File: src/gp_cmd_pkg.sv
// command format package, opcodes, field types and the decoded command
package gp_cmd_pkg;

	typedef logic [31:0] gp_word_t; // one command list word
	typedef logic [23:0] gp_color_t; // rgb, low 24 bits of a word
	typedef logic [9:0] gp_coord_t;
	typedef logic [31:0] gp_frame_t; // frame buffer base address

	// field positions inside a command or point word
	localparam int GP_OPCODE_LSB = 24;
	localparam int GP_COLOR_LSB = 0;
	localparam int GP_X_LSB = 16; // x in 25:16
	localparam int GP_Y_LSB = 0; // y in 9:0

	typedef enum logic [7:0] {
		op_stop = 8'h00,
		op_fill = 8'h01,
		op_line = 8'h02
	} gp_opcode_t;

	// one word seen both ways, as a command and as a point
	typedef struct packed {
		gp_opcode_t opcode;
		logic is_stop;
		logic is_fill;
		logic is_line;
		gp_color_t color;
		gp_coord_t x;
		gp_coord_t y;
	} gp_decoded_t;

endpackage
File: src/gp_mem_pkg.sv
// memory side package, dram block addressing, read beats and the fetched word
package gp_mem_pkg;

	import gp_cmd_pkg::*;

	typedef logic [30:0] gp_block_addr_t; // dram request address
	typedef logic [127:0] gp_beat_t; // one read fifo beat

	// block geometry
	localparam int GP_WORDS_PER_BEAT = 4;
	localparam int GP_WORDS_PER_BLOCK = 8; // two beats per block
	localparam int GP_ADDR_STEP = 4; // address increment per block

	// word at the head of the fetch buffer
	typedef struct packed {
		gp_word_t word;
		logic valid;
	} gp_word_slot_t;

endpackage

File: src/graphics_processor.sv
// graphics command processor top, latches the frame base and joins fetch, decode and execute
`timescale 1ns/1ns

module graphics_processor
	import gp_cmd_pkg::*;
	import gp_mem_pkg::*;
(
	input  logic           clk,
	input  logic           rst,
	input  gp_word_t       gp_code,
	input  gp_frame_t      gp_frame,
	input  logic           gp_valid,
	input  logic           af_full,
	input  logic           rdf_valid,
	input  gp_beat_t       rdf_dout,
	input  logic           le_ready,
	input  logic           ff_ready,
	output logic           af_wr_en,
	output gp_block_addr_t af_addr_din,
	output logic           rdf_rd_en,
	output gp_word_t       le_color,
	output gp_coord_t      le_point,
	output logic           le_color_valid,
	output logic           le_x0_valid,
	output logic           le_y0_valid,
	output logic           le_x1_valid,
	output logic           le_y1_valid,
	output logic           le_trigger,
	output gp_frame_t      le_frame,
	output logic           ff_valid,
	output gp_color_t      ff_color,
	output gp_frame_t      ff_frame
);

	gp_word_slot_t cur_slot;
	gp_decoded_t cur_cmd;
	logic word_take, halt;
	logic idle;
	gp_frame_t frame_base;

	// frame base only changes when a new list is started
	always_ff @(posedge clk) begin
		if (idle && gp_valid)
			frame_base <= gp_frame;
	end

	assign le_frame = frame_base;
	assign ff_frame = frame_base;

	gp_cmd_fetch u_fetch (
		.clk(clk), .rst(rst), .gp_code(gp_code), .gp_valid(gp_valid),
		.af_full(af_full), .rdf_valid(rdf_valid), .rdf_dout(rdf_dout),
		.word_take(word_take), .halt(halt), .af_wr_en(af_wr_en),
		.af_addr_din(af_addr_din), .rdf_rd_en(rdf_rd_en), .idle(idle),
		.cur_slot(cur_slot)
	);

	gp_cmd_decode u_decode (.cur_slot(cur_slot), .cur_cmd(cur_cmd));

	gp_cmd_execute u_execute (
		.clk(clk), .rst(rst), .cur_slot(cur_slot), .cur_cmd(cur_cmd),
		.le_ready(le_ready), .ff_ready(ff_ready), .word_take(word_take),
		.halt(halt), .le_color(le_color), .le_point(le_point),
		.le_color_valid(le_color_valid), .le_x0_valid(le_x0_valid),
		.le_y0_valid(le_y0_valid), .le_x1_valid(le_x1_valid),
		.le_y1_valid(le_y1_valid), .le_trigger(le_trigger),
		.ff_valid(ff_valid), .ff_color(ff_color)
	);

endmodule

File: src/gp_cmd_execute.sv
// command execute, dispatches fills and lines to the frame filler and line engine
`timescale 1ns/1ns

module gp_cmd_execute
	import gp_cmd_pkg::*;
	import gp_mem_pkg::*;
(
	input  logic          clk,
	input  logic          rst,
	input  gp_word_slot_t cur_slot,
	input  gp_decoded_t   cur_cmd,
	input  logic          le_ready,
	input  logic          ff_ready,
	output logic          word_take,
	output logic          halt,
	output gp_word_t      le_color,
	output gp_coord_t     le_point,
	output logic          le_color_valid,
	output logic          le_x0_valid,
	output logic          le_y0_valid,
	output logic          le_x1_valid,
	output logic          le_y1_valid,
	output logic          le_trigger,
	output logic          ff_valid,
	output gp_color_t     ff_color
);

	typedef enum logic [2:0] {
		e_dispatch,
		e_start_x,
		e_start_y,
		e_wait_end,
		e_end_x,
		e_end_y,
		e_trigger,
		e_wait_ready
	} exec_state_t;

	exec_state_t state, state_next;
	gp_coord_t pt_x, pt_y; // held point so y can follow x
	logic both_ready;
	logic fire_fill, fire_line, skip, pt_take;

	assign both_ready = le_ready && ff_ready;
	assign fire_fill = (state == e_dispatch) && cur_cmd.is_fill && both_ready;
	assign fire_line = (state == e_dispatch) && cur_cmd.is_line && both_ready;
	assign skip = (state == e_dispatch) && cur_slot.valid
		&& !(cur_cmd.is_stop || cur_cmd.is_fill || cur_cmd.is_line);
	// point words are taken in the start and end point states
	assign pt_take = cur_slot.valid
		&& (state == e_start_x || state == e_start_y || state == e_wait_end);

	assign word_take = fire_fill || fire_line || skip || pt_take;
	assign halt = (state == e_dispatch) && cur_cmd.is_stop; // stop is not popped

	always_comb begin
		state_next = state;
		case (state)
			e_dispatch:
				if (fire_line)
					state_next = e_start_x;
			e_start_x:
				if (cur_slot.valid)
					state_next = e_start_y;
			e_start_y:
				state_next = cur_slot.valid ? e_end_x : e_wait_end; // end word already here?
			e_wait_end:
				if (cur_slot.valid)
					state_next = e_end_x;
			e_end_x:
				state_next = e_end_y;
			e_end_y:
				state_next = e_trigger;
			e_trigger:
				state_next = e_wait_ready;
			e_wait_ready:
				if (le_ready)
					state_next = e_dispatch; // engine done drawing
			default:
				state_next = e_dispatch;
		endcase
	end

	always_ff @(posedge clk) begin
		if (rst) begin
			state <= e_dispatch;
			le_color_valid <= 1'b0;
			le_x0_valid <= 1'b0;
			le_y0_valid <= 1'b0;
			le_x1_valid <= 1'b0;
			le_y1_valid <= 1'b0;
			le_trigger <= 1'b0;
			ff_valid <= 1'b0;
		end else begin
			state <= state_next;
			le_color_valid <= fire_line;
			le_x0_valid <= (state == e_start_x) && cur_slot.valid;
			le_y0_valid <= (state == e_start_y);
			le_x1_valid <= (state == e_end_x);
			le_y1_valid <= (state == e_end_y);
			le_trigger <= (state == e_trigger);
			ff_valid <= fire_fill;
		end
	end

	always_ff @(posedge clk) begin
		if (fire_fill)
			ff_color <= cur_cmd.color;
		if (fire_line)
			le_color <= {8'h00, cur_cmd.color};
		if (pt_take) begin
			pt_x <= cur_cmd.x;
			pt_y <= cur_cmd.y;
		end
		case (state)
			e_start_x:
				le_point <= cur_cmd.x; // straight from the word
			e_start_y, e_end_y:
				le_point <= pt_y;
			e_end_x:
				le_point <= pt_x;
			default: ;
		endcase
	end

endmodule

File: src/gp_cmd_decode.sv
// command decode, splits the head word into opcode, colour and point fields
`timescale 1ns/1ns

module gp_cmd_decode
	import gp_cmd_pkg::*;
	import gp_mem_pkg::*;
(
	input  gp_word_slot_t cur_slot,
	output gp_decoded_t   cur_cmd
);

	gp_word_t word;
	gp_opcode_t opcode;

	assign word = cur_slot.word;
	assign opcode = gp_opcode_t'(word[GP_OPCODE_LSB +: $bits(gp_opcode_t)]);

	always_comb begin
		cur_cmd.opcode = opcode;
		cur_cmd.is_stop = 1'b0;
		cur_cmd.is_fill = 1'b0;
		cur_cmd.is_line = 1'b0;
		// only a word that is really present gets a class
		if (cur_slot.valid) begin
			case (opcode)
				op_stop:
					cur_cmd.is_stop = 1'b1;
				op_fill:
					cur_cmd.is_fill = 1'b1;
				op_line:
					cur_cmd.is_line = 1'b1;
				default: ; // unknown, left unclassified
			endcase
		end
		cur_cmd.color = word[GP_COLOR_LSB +: $bits(gp_color_t)];
		// point fields, meaningful when the word follows a line command
		cur_cmd.x = word[GP_X_LSB +: $bits(gp_coord_t)];
		cur_cmd.y = word[GP_Y_LSB +: $bits(gp_coord_t)];
	end

endmodule

File: src/gp_cmd_fetch.sv
// command fetch, requests 8-word blocks from dram and serves them one word at a time
`timescale 1ns/1ns

module gp_cmd_fetch
	import gp_cmd_pkg::*;
	import gp_mem_pkg::*;
(
	input  logic           clk,
	input  logic           rst,
	input  gp_word_t       gp_code,
	input  logic           gp_valid,
	input  logic           af_full,
	input  logic           rdf_valid,
	input  gp_beat_t       rdf_dout,
	input  logic           word_take,
	input  logic           halt,
	output logic           af_wr_en,
	output gp_block_addr_t af_addr_din,
	output logic           rdf_rd_en,
	output logic           idle,
	output gp_word_slot_t  cur_slot
);

	typedef enum logic [2:0] {
		f_idle,
		f_request,
		f_read_lo,
		f_read_hi,
		f_serve
	} fetch_state_t;

	typedef logic [3:0] word_count_t;

	fetch_state_t state, state_next;
	gp_block_addr_t blk_addr;
	logic [GP_WORDS_PER_BLOCK*$bits(gp_word_t)-1:0] words; // word 0 at the bottom
	word_count_t words_left;
	logic last_take;

	assign last_take = word_take && (words_left == word_count_t'(1));

	always_comb begin
		state_next = state;
		case (state)
			f_idle:
				if (gp_valid)
					state_next = f_request;
			f_request:
				if (!af_full)
					state_next = f_read_lo;
			f_read_lo:
				if (rdf_valid)
					state_next = f_read_hi;
			f_read_hi:
				if (rdf_valid)
					state_next = f_serve;
			f_serve: begin
				if (halt)
					state_next = f_idle;
				else if (last_take)
					state_next = f_request; // block used up, refill
			end
			default:
				state_next = f_idle;
		endcase
	end

	always_ff @(posedge clk) begin
		if (rst) begin
			state <= f_idle;
			words_left <= '0;
		end else begin
			state <= state_next;
			if (state == f_read_hi && rdf_valid)
				words_left <= word_count_t'(GP_WORDS_PER_BLOCK);
			else if (state == f_serve && word_take)
				words_left <= words_left - 1'b1;
		end
	end

	always_ff @(posedge clk) begin
		if (state == f_idle && gp_valid)
			blk_addr <= {6'b000000, gp_code[27:5], 2'b00}; // list start
		else if (state == f_request && !af_full)
			blk_addr <= blk_addr + gp_block_addr_t'(GP_ADDR_STEP); // request taken
		if (state == f_read_lo && rdf_valid)
			words[0 +: $bits(gp_beat_t)] <= rdf_dout; // words 0..3
		else if (state == f_read_hi && rdf_valid)
			words[GP_WORDS_PER_BEAT*$bits(gp_word_t) +: $bits(gp_beat_t)] <= rdf_dout;
		else if (state == f_serve && word_take)
			words <= words >> $bits(gp_word_t); // pop head word
	end

	assign af_wr_en = (state == f_request);
	assign af_addr_din = blk_addr;
	assign rdf_rd_en = (state == f_read_lo) || (state == f_read_hi);
	assign idle = (state == f_idle);
	assign cur_slot.word = words[$bits(gp_word_t)-1:0];
	assign cur_slot.valid = (state == f_serve);

endmodule

File: config.mk
export PLATFORM = sky130hd
export DESIGN_NAME = graphics_processor
export DESIGN_NICKNAME = d
export VERILOG_FILES = /design/src/gp_cmd_pkg.sv /design/src/gp_mem_pkg.sv /design/src/graphics_processor.sv /design/src/gp_cmd_execute.sv /design/src/gp_cmd_decode.sv /design/src/gp_cmd_fetch.sv
export SDC_FILE = /design/constraint.sdc
export NUM_CORES = 1
export LEC_CHECK = 0
export BUFFER_PORTS_ARGS = -buffer_cell sky130_fd_sc_hd__clkbuf_2
export CAP_MARGIN = 30
export CORE_AREA = 2 2 202 184
export DETAILED_ROUTE_END_ITERATION = 16
export DIE_AREA = 0 0 204 186
export MAX_ROUTING_LAYER = met4
export PLACE_DENSITY = 0.75
export REMOVE_ABC_BUFFERS = 1
export SKIP_CTS_REPAIR_TIMING = 1
export SYNTH_ARGS = -nofsm -noshare
export SYNTH_HDL_FRONTEND = slang
export SYNTH_SLANG_ARGS = --single-unit
File: constraint.sdc
create_clock -name clk -period 5.1 [get_ports clk]
set_input_delay 1.02 -clock clk [delete_from_list [all_inputs] [get_ports clk]]
set_output_delay 1.02 -clock clk [all_outputs]
set_load 0.1 [all_outputs]
# [Word level (Yosys, flattened, before mapping)]
# Index checks and enable logic that the tools add are counted.
# W data, S select, Z words.
[totals] inputBits=199 ff_bits=414 elab_cells=113
[classes] n_mux=26 n_bitwise=1 eq_ne=24 reduce_logical=39 n_addsub=2
[op_table] cell="$mux W128" n=3
[op_table] cell="$mux W256" n=1
[op_table] cell="$mux W25" n=2
[op_table] cell="$mux W3" n=12
[op_table] cell="$add A31 B3 Y31 const B" n=1
[op_table] cell="$pmux W10 S3" n=1
[op_table] cell="$pmux W3 S8" n=1
[op_table] cell="$logic_and A1 B1 Y1" n=16
[op_table] cell="$eq A3 B3 Y1 const B" n=5
[op_table] cell="$pmux W3 S5" n=1
[op_table] cell="$eq A3 B2 Y1 const B" n=4
[op_table] cell="$ne A2 B2 Y1 const B" n=6
[op_table] cell="$eq A8 B1 Y1 const B" n=1
[op_table] cell="$eq A8 B2 Y1 const B" n=1
[op_table] cell="$logic_not A8 Y1" n=1
[op_table] cell="$logic_or A1 B1 Y1" n=8
[op_table] cell="$mux W4" n=2
[op_table] cell="$eq A3 B1 Y1 const B" n=2
[op_table] cell="$logic_not A3 Y1" n=2
[op_table] cell="$ne A2 B1 Y1 const B" n=3
[op_table] cell="$reduce_bool A2 Y1" n=3
[op_table] cell="$reduce_and A5 Y1" n=1
[op_table] cell="$eq A4 B1 Y1 const B" n=1
[op_table] cell="$reduce_and A2 Y1" n=2
[op_table] cell="8 further kinds" n=12

# [Depth between registers and ports, before layout]
[logic_depth] depth_word=13 ltp_mapped=7 mapped_depth_nobuf=6

# [Hierarchy]
# A second synthesis with hierarchy kept.
[unflattened] hier_cells=1337 area_unflattened_um2=17898.4
[modules_own_cells] mod="gp_cmd_fetch" instances=1 seq_area_each_um2=8638.3 area_each_um2=12921.1 cells_per_inst=1008
[modules_own_cells] mod="gp_cmd_execute" instances=1 seq_area_each_um2=2542.4 area_each_um2=3321.9 cells_per_inst=206
[modules_own_cells] mod="graphics_processor" instances=1 seq_area_each_um2=960.9 area_each_um2=1207.4 cells_per_inst=65
[modules_own_cells] mod="gp_cmd_decode" instances=1 seq_area_each_um2=0.0 area_each_um2=447.9 cells_per_inst=58

# [Least setup slack after synthesis]
# No wires, ideal clock.
[synth_timing] path_type="input-to-reg" startpoint="in ff_ready" endpoint="reg u_fetch.words[128] (enable)" t_arrival_ns=4.874 cell_stages=4 t_required_ns=4.591 slack_ns=-0.283 cell_sequence="nor4bb_1 > nand4_2 > o22ai_4 > nand2b_1"
[synth_via] elab_chain_cells=8 word_cells_on_any_way=9 cone_classes="reduce/logical (9)"
[synth_rtl] element="start, declared" line="graphics_processor.sv:17" rtl="input logic ff_ready,"
[synth_rtl] element="$logic_and A1 B1 Y1 *" line="gp_cmd_execute.sv:44" rtl="assign both_ready = le_ready && ff_ready;"
[synth_rtl] element="$logic_and A1 B1 Y1 (on tied branches)" line="gp_cmd_execute.sv:45, gp_cmd_execute.sv:46"
[synth_rtl] element="$logic_or A1 B1 Y1 * (3 in series)" line="gp_cmd_execute.sv:53" rtl="assign word_take = fire_fill || fire_line || skip || pt_take;"
[synth_rtl] element="$logic_and A1 B1 Y1 *" line="gp_cmd_fetch.sv:90" rtl="else if (state == f_serve && word_take)"
[synth_rtl] element="$reduce_bool A2 Y1 (no line) *"
[synth_rtl] element="$reduce_and A2 Y1 (no line) *"
[synth_rtl] element="end signal, assigned by index" line="gp_cmd_fetch.sv:87" rtl="words[0 +: $bits(gp_beat_t)] <= rdf_dout;"
[synth_rtl] element="end signal, assigned by index" line="gp_cmd_fetch.sv:89" rtl="words[GP_WORDS_PER_BEAT*$bits(gp_word_t) +: $bits(gp_beat_t)] <= rdf_dout;"
[synth_rtl] element="end signal, assigned" line="gp_cmd_fetch.sv:91" rtl="words <= words >> $bits(gp_word_t);"
[synth_rtl] element="end, declared" line="gp_cmd_fetch.sv:36" rtl="logic [GP_WORDS_PER_BLOCK*$bits(gp_word_t)-1:0] words;"
# Every way passes the cells marked *; elsewhere a longest branch is shown, timed or not.
# A chain may end at the register's enable or synchronous reset.

# [Worst setup path in the final report]
[layout_timing] startpoint="reg u_execute.state[0]" endpoint="reg u_fetch.words[250] (enable)"
[layout_via] elab_chain_cells=9 word_cells_on_any_way=19 cone_classes="eq/ne (3); reduce/logical (16)"
[layout_rtl] element="start, declared" line="gp_cmd_execute.sv:39" rtl="exec_state_t state, state_next;"
[layout_rtl] element="start signal, assigned" line="gp_cmd_execute.sv:86" rtl="state <= e_dispatch;"
[layout_rtl] element="start signal, assigned" line="gp_cmd_execute.sv:95" rtl="state <= state_next;"
[layout_rtl] element="$logic_not A3 Y1" line="gp_cmd_execute.sv:45, gp_cmd_execute.sv:46, gp_cmd_execute.sv:47"
[layout_rtl] element="$logic_and A1 B1 Y1 (on tied branches) (2 in series)" line="gp_cmd_execute.sv:45, gp_cmd_execute.sv:46"
[layout_rtl] element="$logic_or A1 B1 Y1 (2 in series)" line="gp_cmd_execute.sv:53"
[layout_rtl] element="$logic_or A1 B1 Y1 *" line="gp_cmd_execute.sv:53"
[layout_rtl] element="$logic_and A1 B1 Y1 *" line="gp_cmd_fetch.sv:90"
[layout_rtl] element="$reduce_bool A2 Y1 (no line) *"
[layout_rtl] element="$reduce_and A2 Y1 (no line) *"
# Marked as above.

==> impl_metrics.csv <==
group,metric,value,unit
sta,setup_slack,1.94,ns
sta,min_period,3.16,ns
sta,slew_headroom,34.9,%
synth,synthesis.instances,1261,
clock_network,cts.clk_slew.worst_paths,0.06,ns
setup_path,max_stage_delay,0.82,ns
place,gp_congestion,0.845,
setup_path,worstPathMaxFanout,88,
grt,antenna_found_initial,5,
clock_network,cts_tree,"yes",
synth,synthMostInstantiatedCell,"edfxtp_1",
sta,skew,0.0184,ns
setup_path,crit_arrival,3.36,ns
grt,grtUsageTotal,21.1,%
floorplanning,dieArea,37900,µm²
grt,grt_pass1_wl,59100,µm
finish,final-seq-area,12100,µm²
floorplanning,start_util,48.5,%
setup_path,worstPathRequired,5.30,ns
synth,synth-edff-count,389,
sta,rsz0062_at_grt,"no",
job,drv_cap,0,
routing,via_count,10767,
place,post-dp-hpwl,26300,µm
routing,drt-total-wl,39600,µm
grt,met1_usage,26.2,%
sta,worst_pin_slew,0.975,ns
clock_network,clock_path_buffers,3,
synth,ys_warn_count,0,
grt,use_met2,33.4,%
grt,grt_overflow,0,
synth,synth_top_cell_by_area,"edfxtp_1",
power,powerDensity,420,nW/µm²
place,port_buffers,349,
clock_network,numClockSinks,412,
synth,synthTopCellsByArea,"edfxtp_1 67%, mux2_2 8.4%, nand2_1 7.3%",
clock_network,insertion_delay,0.56,ns
power,p_leak,7.79,nW
synth,synth_common_cells,"389 x edfxtp_1, 336 x nand2_1, 129 x mux2_2",
finish,fillCellCount,2907,
setup_path,crit_path_end_kind,"flop",
setup_path,path_cells,"nor2_1, and4_1, o22ai_4, nand2b_4, buf_12",
routing,ant_nets,0,
synth,synthArstFlopShare,0,%
floorplanning,core,35800,µm²
place,preCtsSetupSlack,1.57,ns
setup_path,path_class,"reg2reg",
synth,ys_seq_area_share,69.9,%
routing,drt_pass1_iterations,7,
synth,netlist_area,17400,µm²
sta,setup_viol,0,
power,ir_worst_vdd,0.000330,V
finish,syn_to_final_growth,18.6,%
floorplanning,die_w,204,µm
clock_network,cts_root_buf,"clkbuf_16",
sta,fmax,0.316,GHz
synth,yosys.cell_types.count,57,
grt,grt_max_degree,89,
synth,synth-seq-cells,412,
sta,hold_ws,0.444,ns
routing,drtIter0Drc,848,
finish,drive_gt1_share,36.4,%
floorplanning,die_h,186,µm
sta,maxSlewViolCount,0,
synth,synth_top_cell_area_share,67.3,%
synth,synth.avg_cell_area,13.8,µm²
synth,ys.flop_type,"edfxtp_1",
floorplanning,num_rows,66,
routing,drt-wirelength-per-cell,19.0,µm
grt,met3_usage,5.23,%
finish,multi_input_area,4590,µm²
clock_network,numCtsBuffers,43,
clock_network,ctsHtreeMaxLevel,2,
min_path,hold_class,"reg2reg",
finish,fin_util,57.5,%
sta,hold_viol,0,
finish,fin_nets,1771,
grt,first_global_vias,10437,
setup_path,cp_slowest_cell,"dfxtp_1",
sta,period_share,62.0,%
routing,drc,0,
run_status,status,"completed",
routing,vias_per_cell,5.17,
floorplanning,io_pins,369,
grt,grt_busiest_layer,"met2",
setup_path,start_kind,"flop",
## sequential cells by signal, summed over array words and instances (netlist names), 3 cells and up
name	flops
u_execute.le_color	24
ff_frame	32
u_execute.pt_x	10
u_execute.pt_y	10
u_fetch.af_addr_din	29
u_execute.le_point	10
u_fetch.state	3
u_fetch.words	256
u_execute.ff_color	24
u_execute.state	3
u_fetch.words_left	4
## path summary, 6_finish.rpt
kind                            slack [ns]  depth (start not counted)          startpoint                endpoint
worst min-delay path                  0.44                          0   u_fetch.words[11]  u_execute.le_color[11]
worst min register to register        0.44                          0   u_fetch.words[11]  u_execute.le_color[11]
worst max register to register        1.94                          5  u_execute.state[0]      u_fetch.words[250]
worst max-delay path                  1.94                          5  u_execute.state[0]      u_fetch.words[250]
## power breakdown
group | total (W) | internal [W] | leakage (nW) | switching [W]
Sequential | 0.00409 | 0.00394 | 3.70 | 0.000141
Clock | 0.00300 | 0.00171 | 0.643 | 0.00130
Combinational | 0.00156 | 0.000308 | 3.44 | 0.00125
Total | 0.00865 | 0.00596 | 7.79 | 0.00269
## cell families after synthesis
kind of cell	after synthesis	synth area share [%]
xor+xnor	26	1.31
flops	412	69.9
compound gates	92	3.40
mux	131	8.48
other cells	1	0.0216
buf+inv	115	4.14
fa+ha+maj	3	0.216
simple gates	481	12.5
## per-stage QoR
stage | total power, W | setup TNS, ns | instance area (µm²) | instances
6_report | 0.00865 | 0 | 20600 | 2082
5_1_grt | 0.00894 | 0 | 20600 | 2082
4_1_cts | 0.00874 | 0 | 20600 | 2077
3_5_place_dp | 0.00572 | 0 | 19300 | 2000
3_3_place_gp | 0.00569 | 0 | 19200 | 1998
2_1_floorplan | 0.00539 | -506.40 | 16700 | 1163
## layout make-up
| class | instances | area share [%] |
|---|---|---|
| Multi-Input combinational cell | 743 | 22.3 |
| Sequential cell | 412 | 58.9 |
| Timing Repair Buffer | 361 | 9.23 |
| Clock inverter | 28 | 1.14 |
| Clock buffer | 49 | 5.33 |
| Antenna cell | 5 | 0.0607 |
| Inverter | 8 | 0.146 |
| Tap cell | 476 | 2.89 |
## placed cells by master (no fill, tap or decap), types with 8 or more instances in the layout
master,n
a21oi_1,15
and2_1,34
clkbuf_16,43
clkbuf_2,349
clkinv_1,11
conb_1,10
dfxtp_1,23
edfxtp_1,389
inv_1,8
mux2_2,129
nand2_1,336
nand3_1,9
nor2_1,37
nor3_1,9
o21a_1,12
o21ai_0,33
o221ai_1,10
o22ai_1,10
xnor2_1,19
## worst max-delay path: cells and delay by family (launching register included)
kind | cells | cell delay (ns)
and+or+nand+nor | 3 | 1.06
AOI/OAI and AO/OA | 1 | 0.31
DFF | 1 | 0.82
buffers and inverters | 1 | 0.40
## metal layers
layer / wire length (µm) / share of wire (%) / vias up
met5: 0 / 0 / -
met4: 1360 / 3.4 / 0
met1: 16100 / 41 / 5218
met3: 3130 / 7.9 / 72
li1: - / - / 5093
met2: 19000 / 48 / 384
No activity file was read; power rests on OpenSTA's default activity.
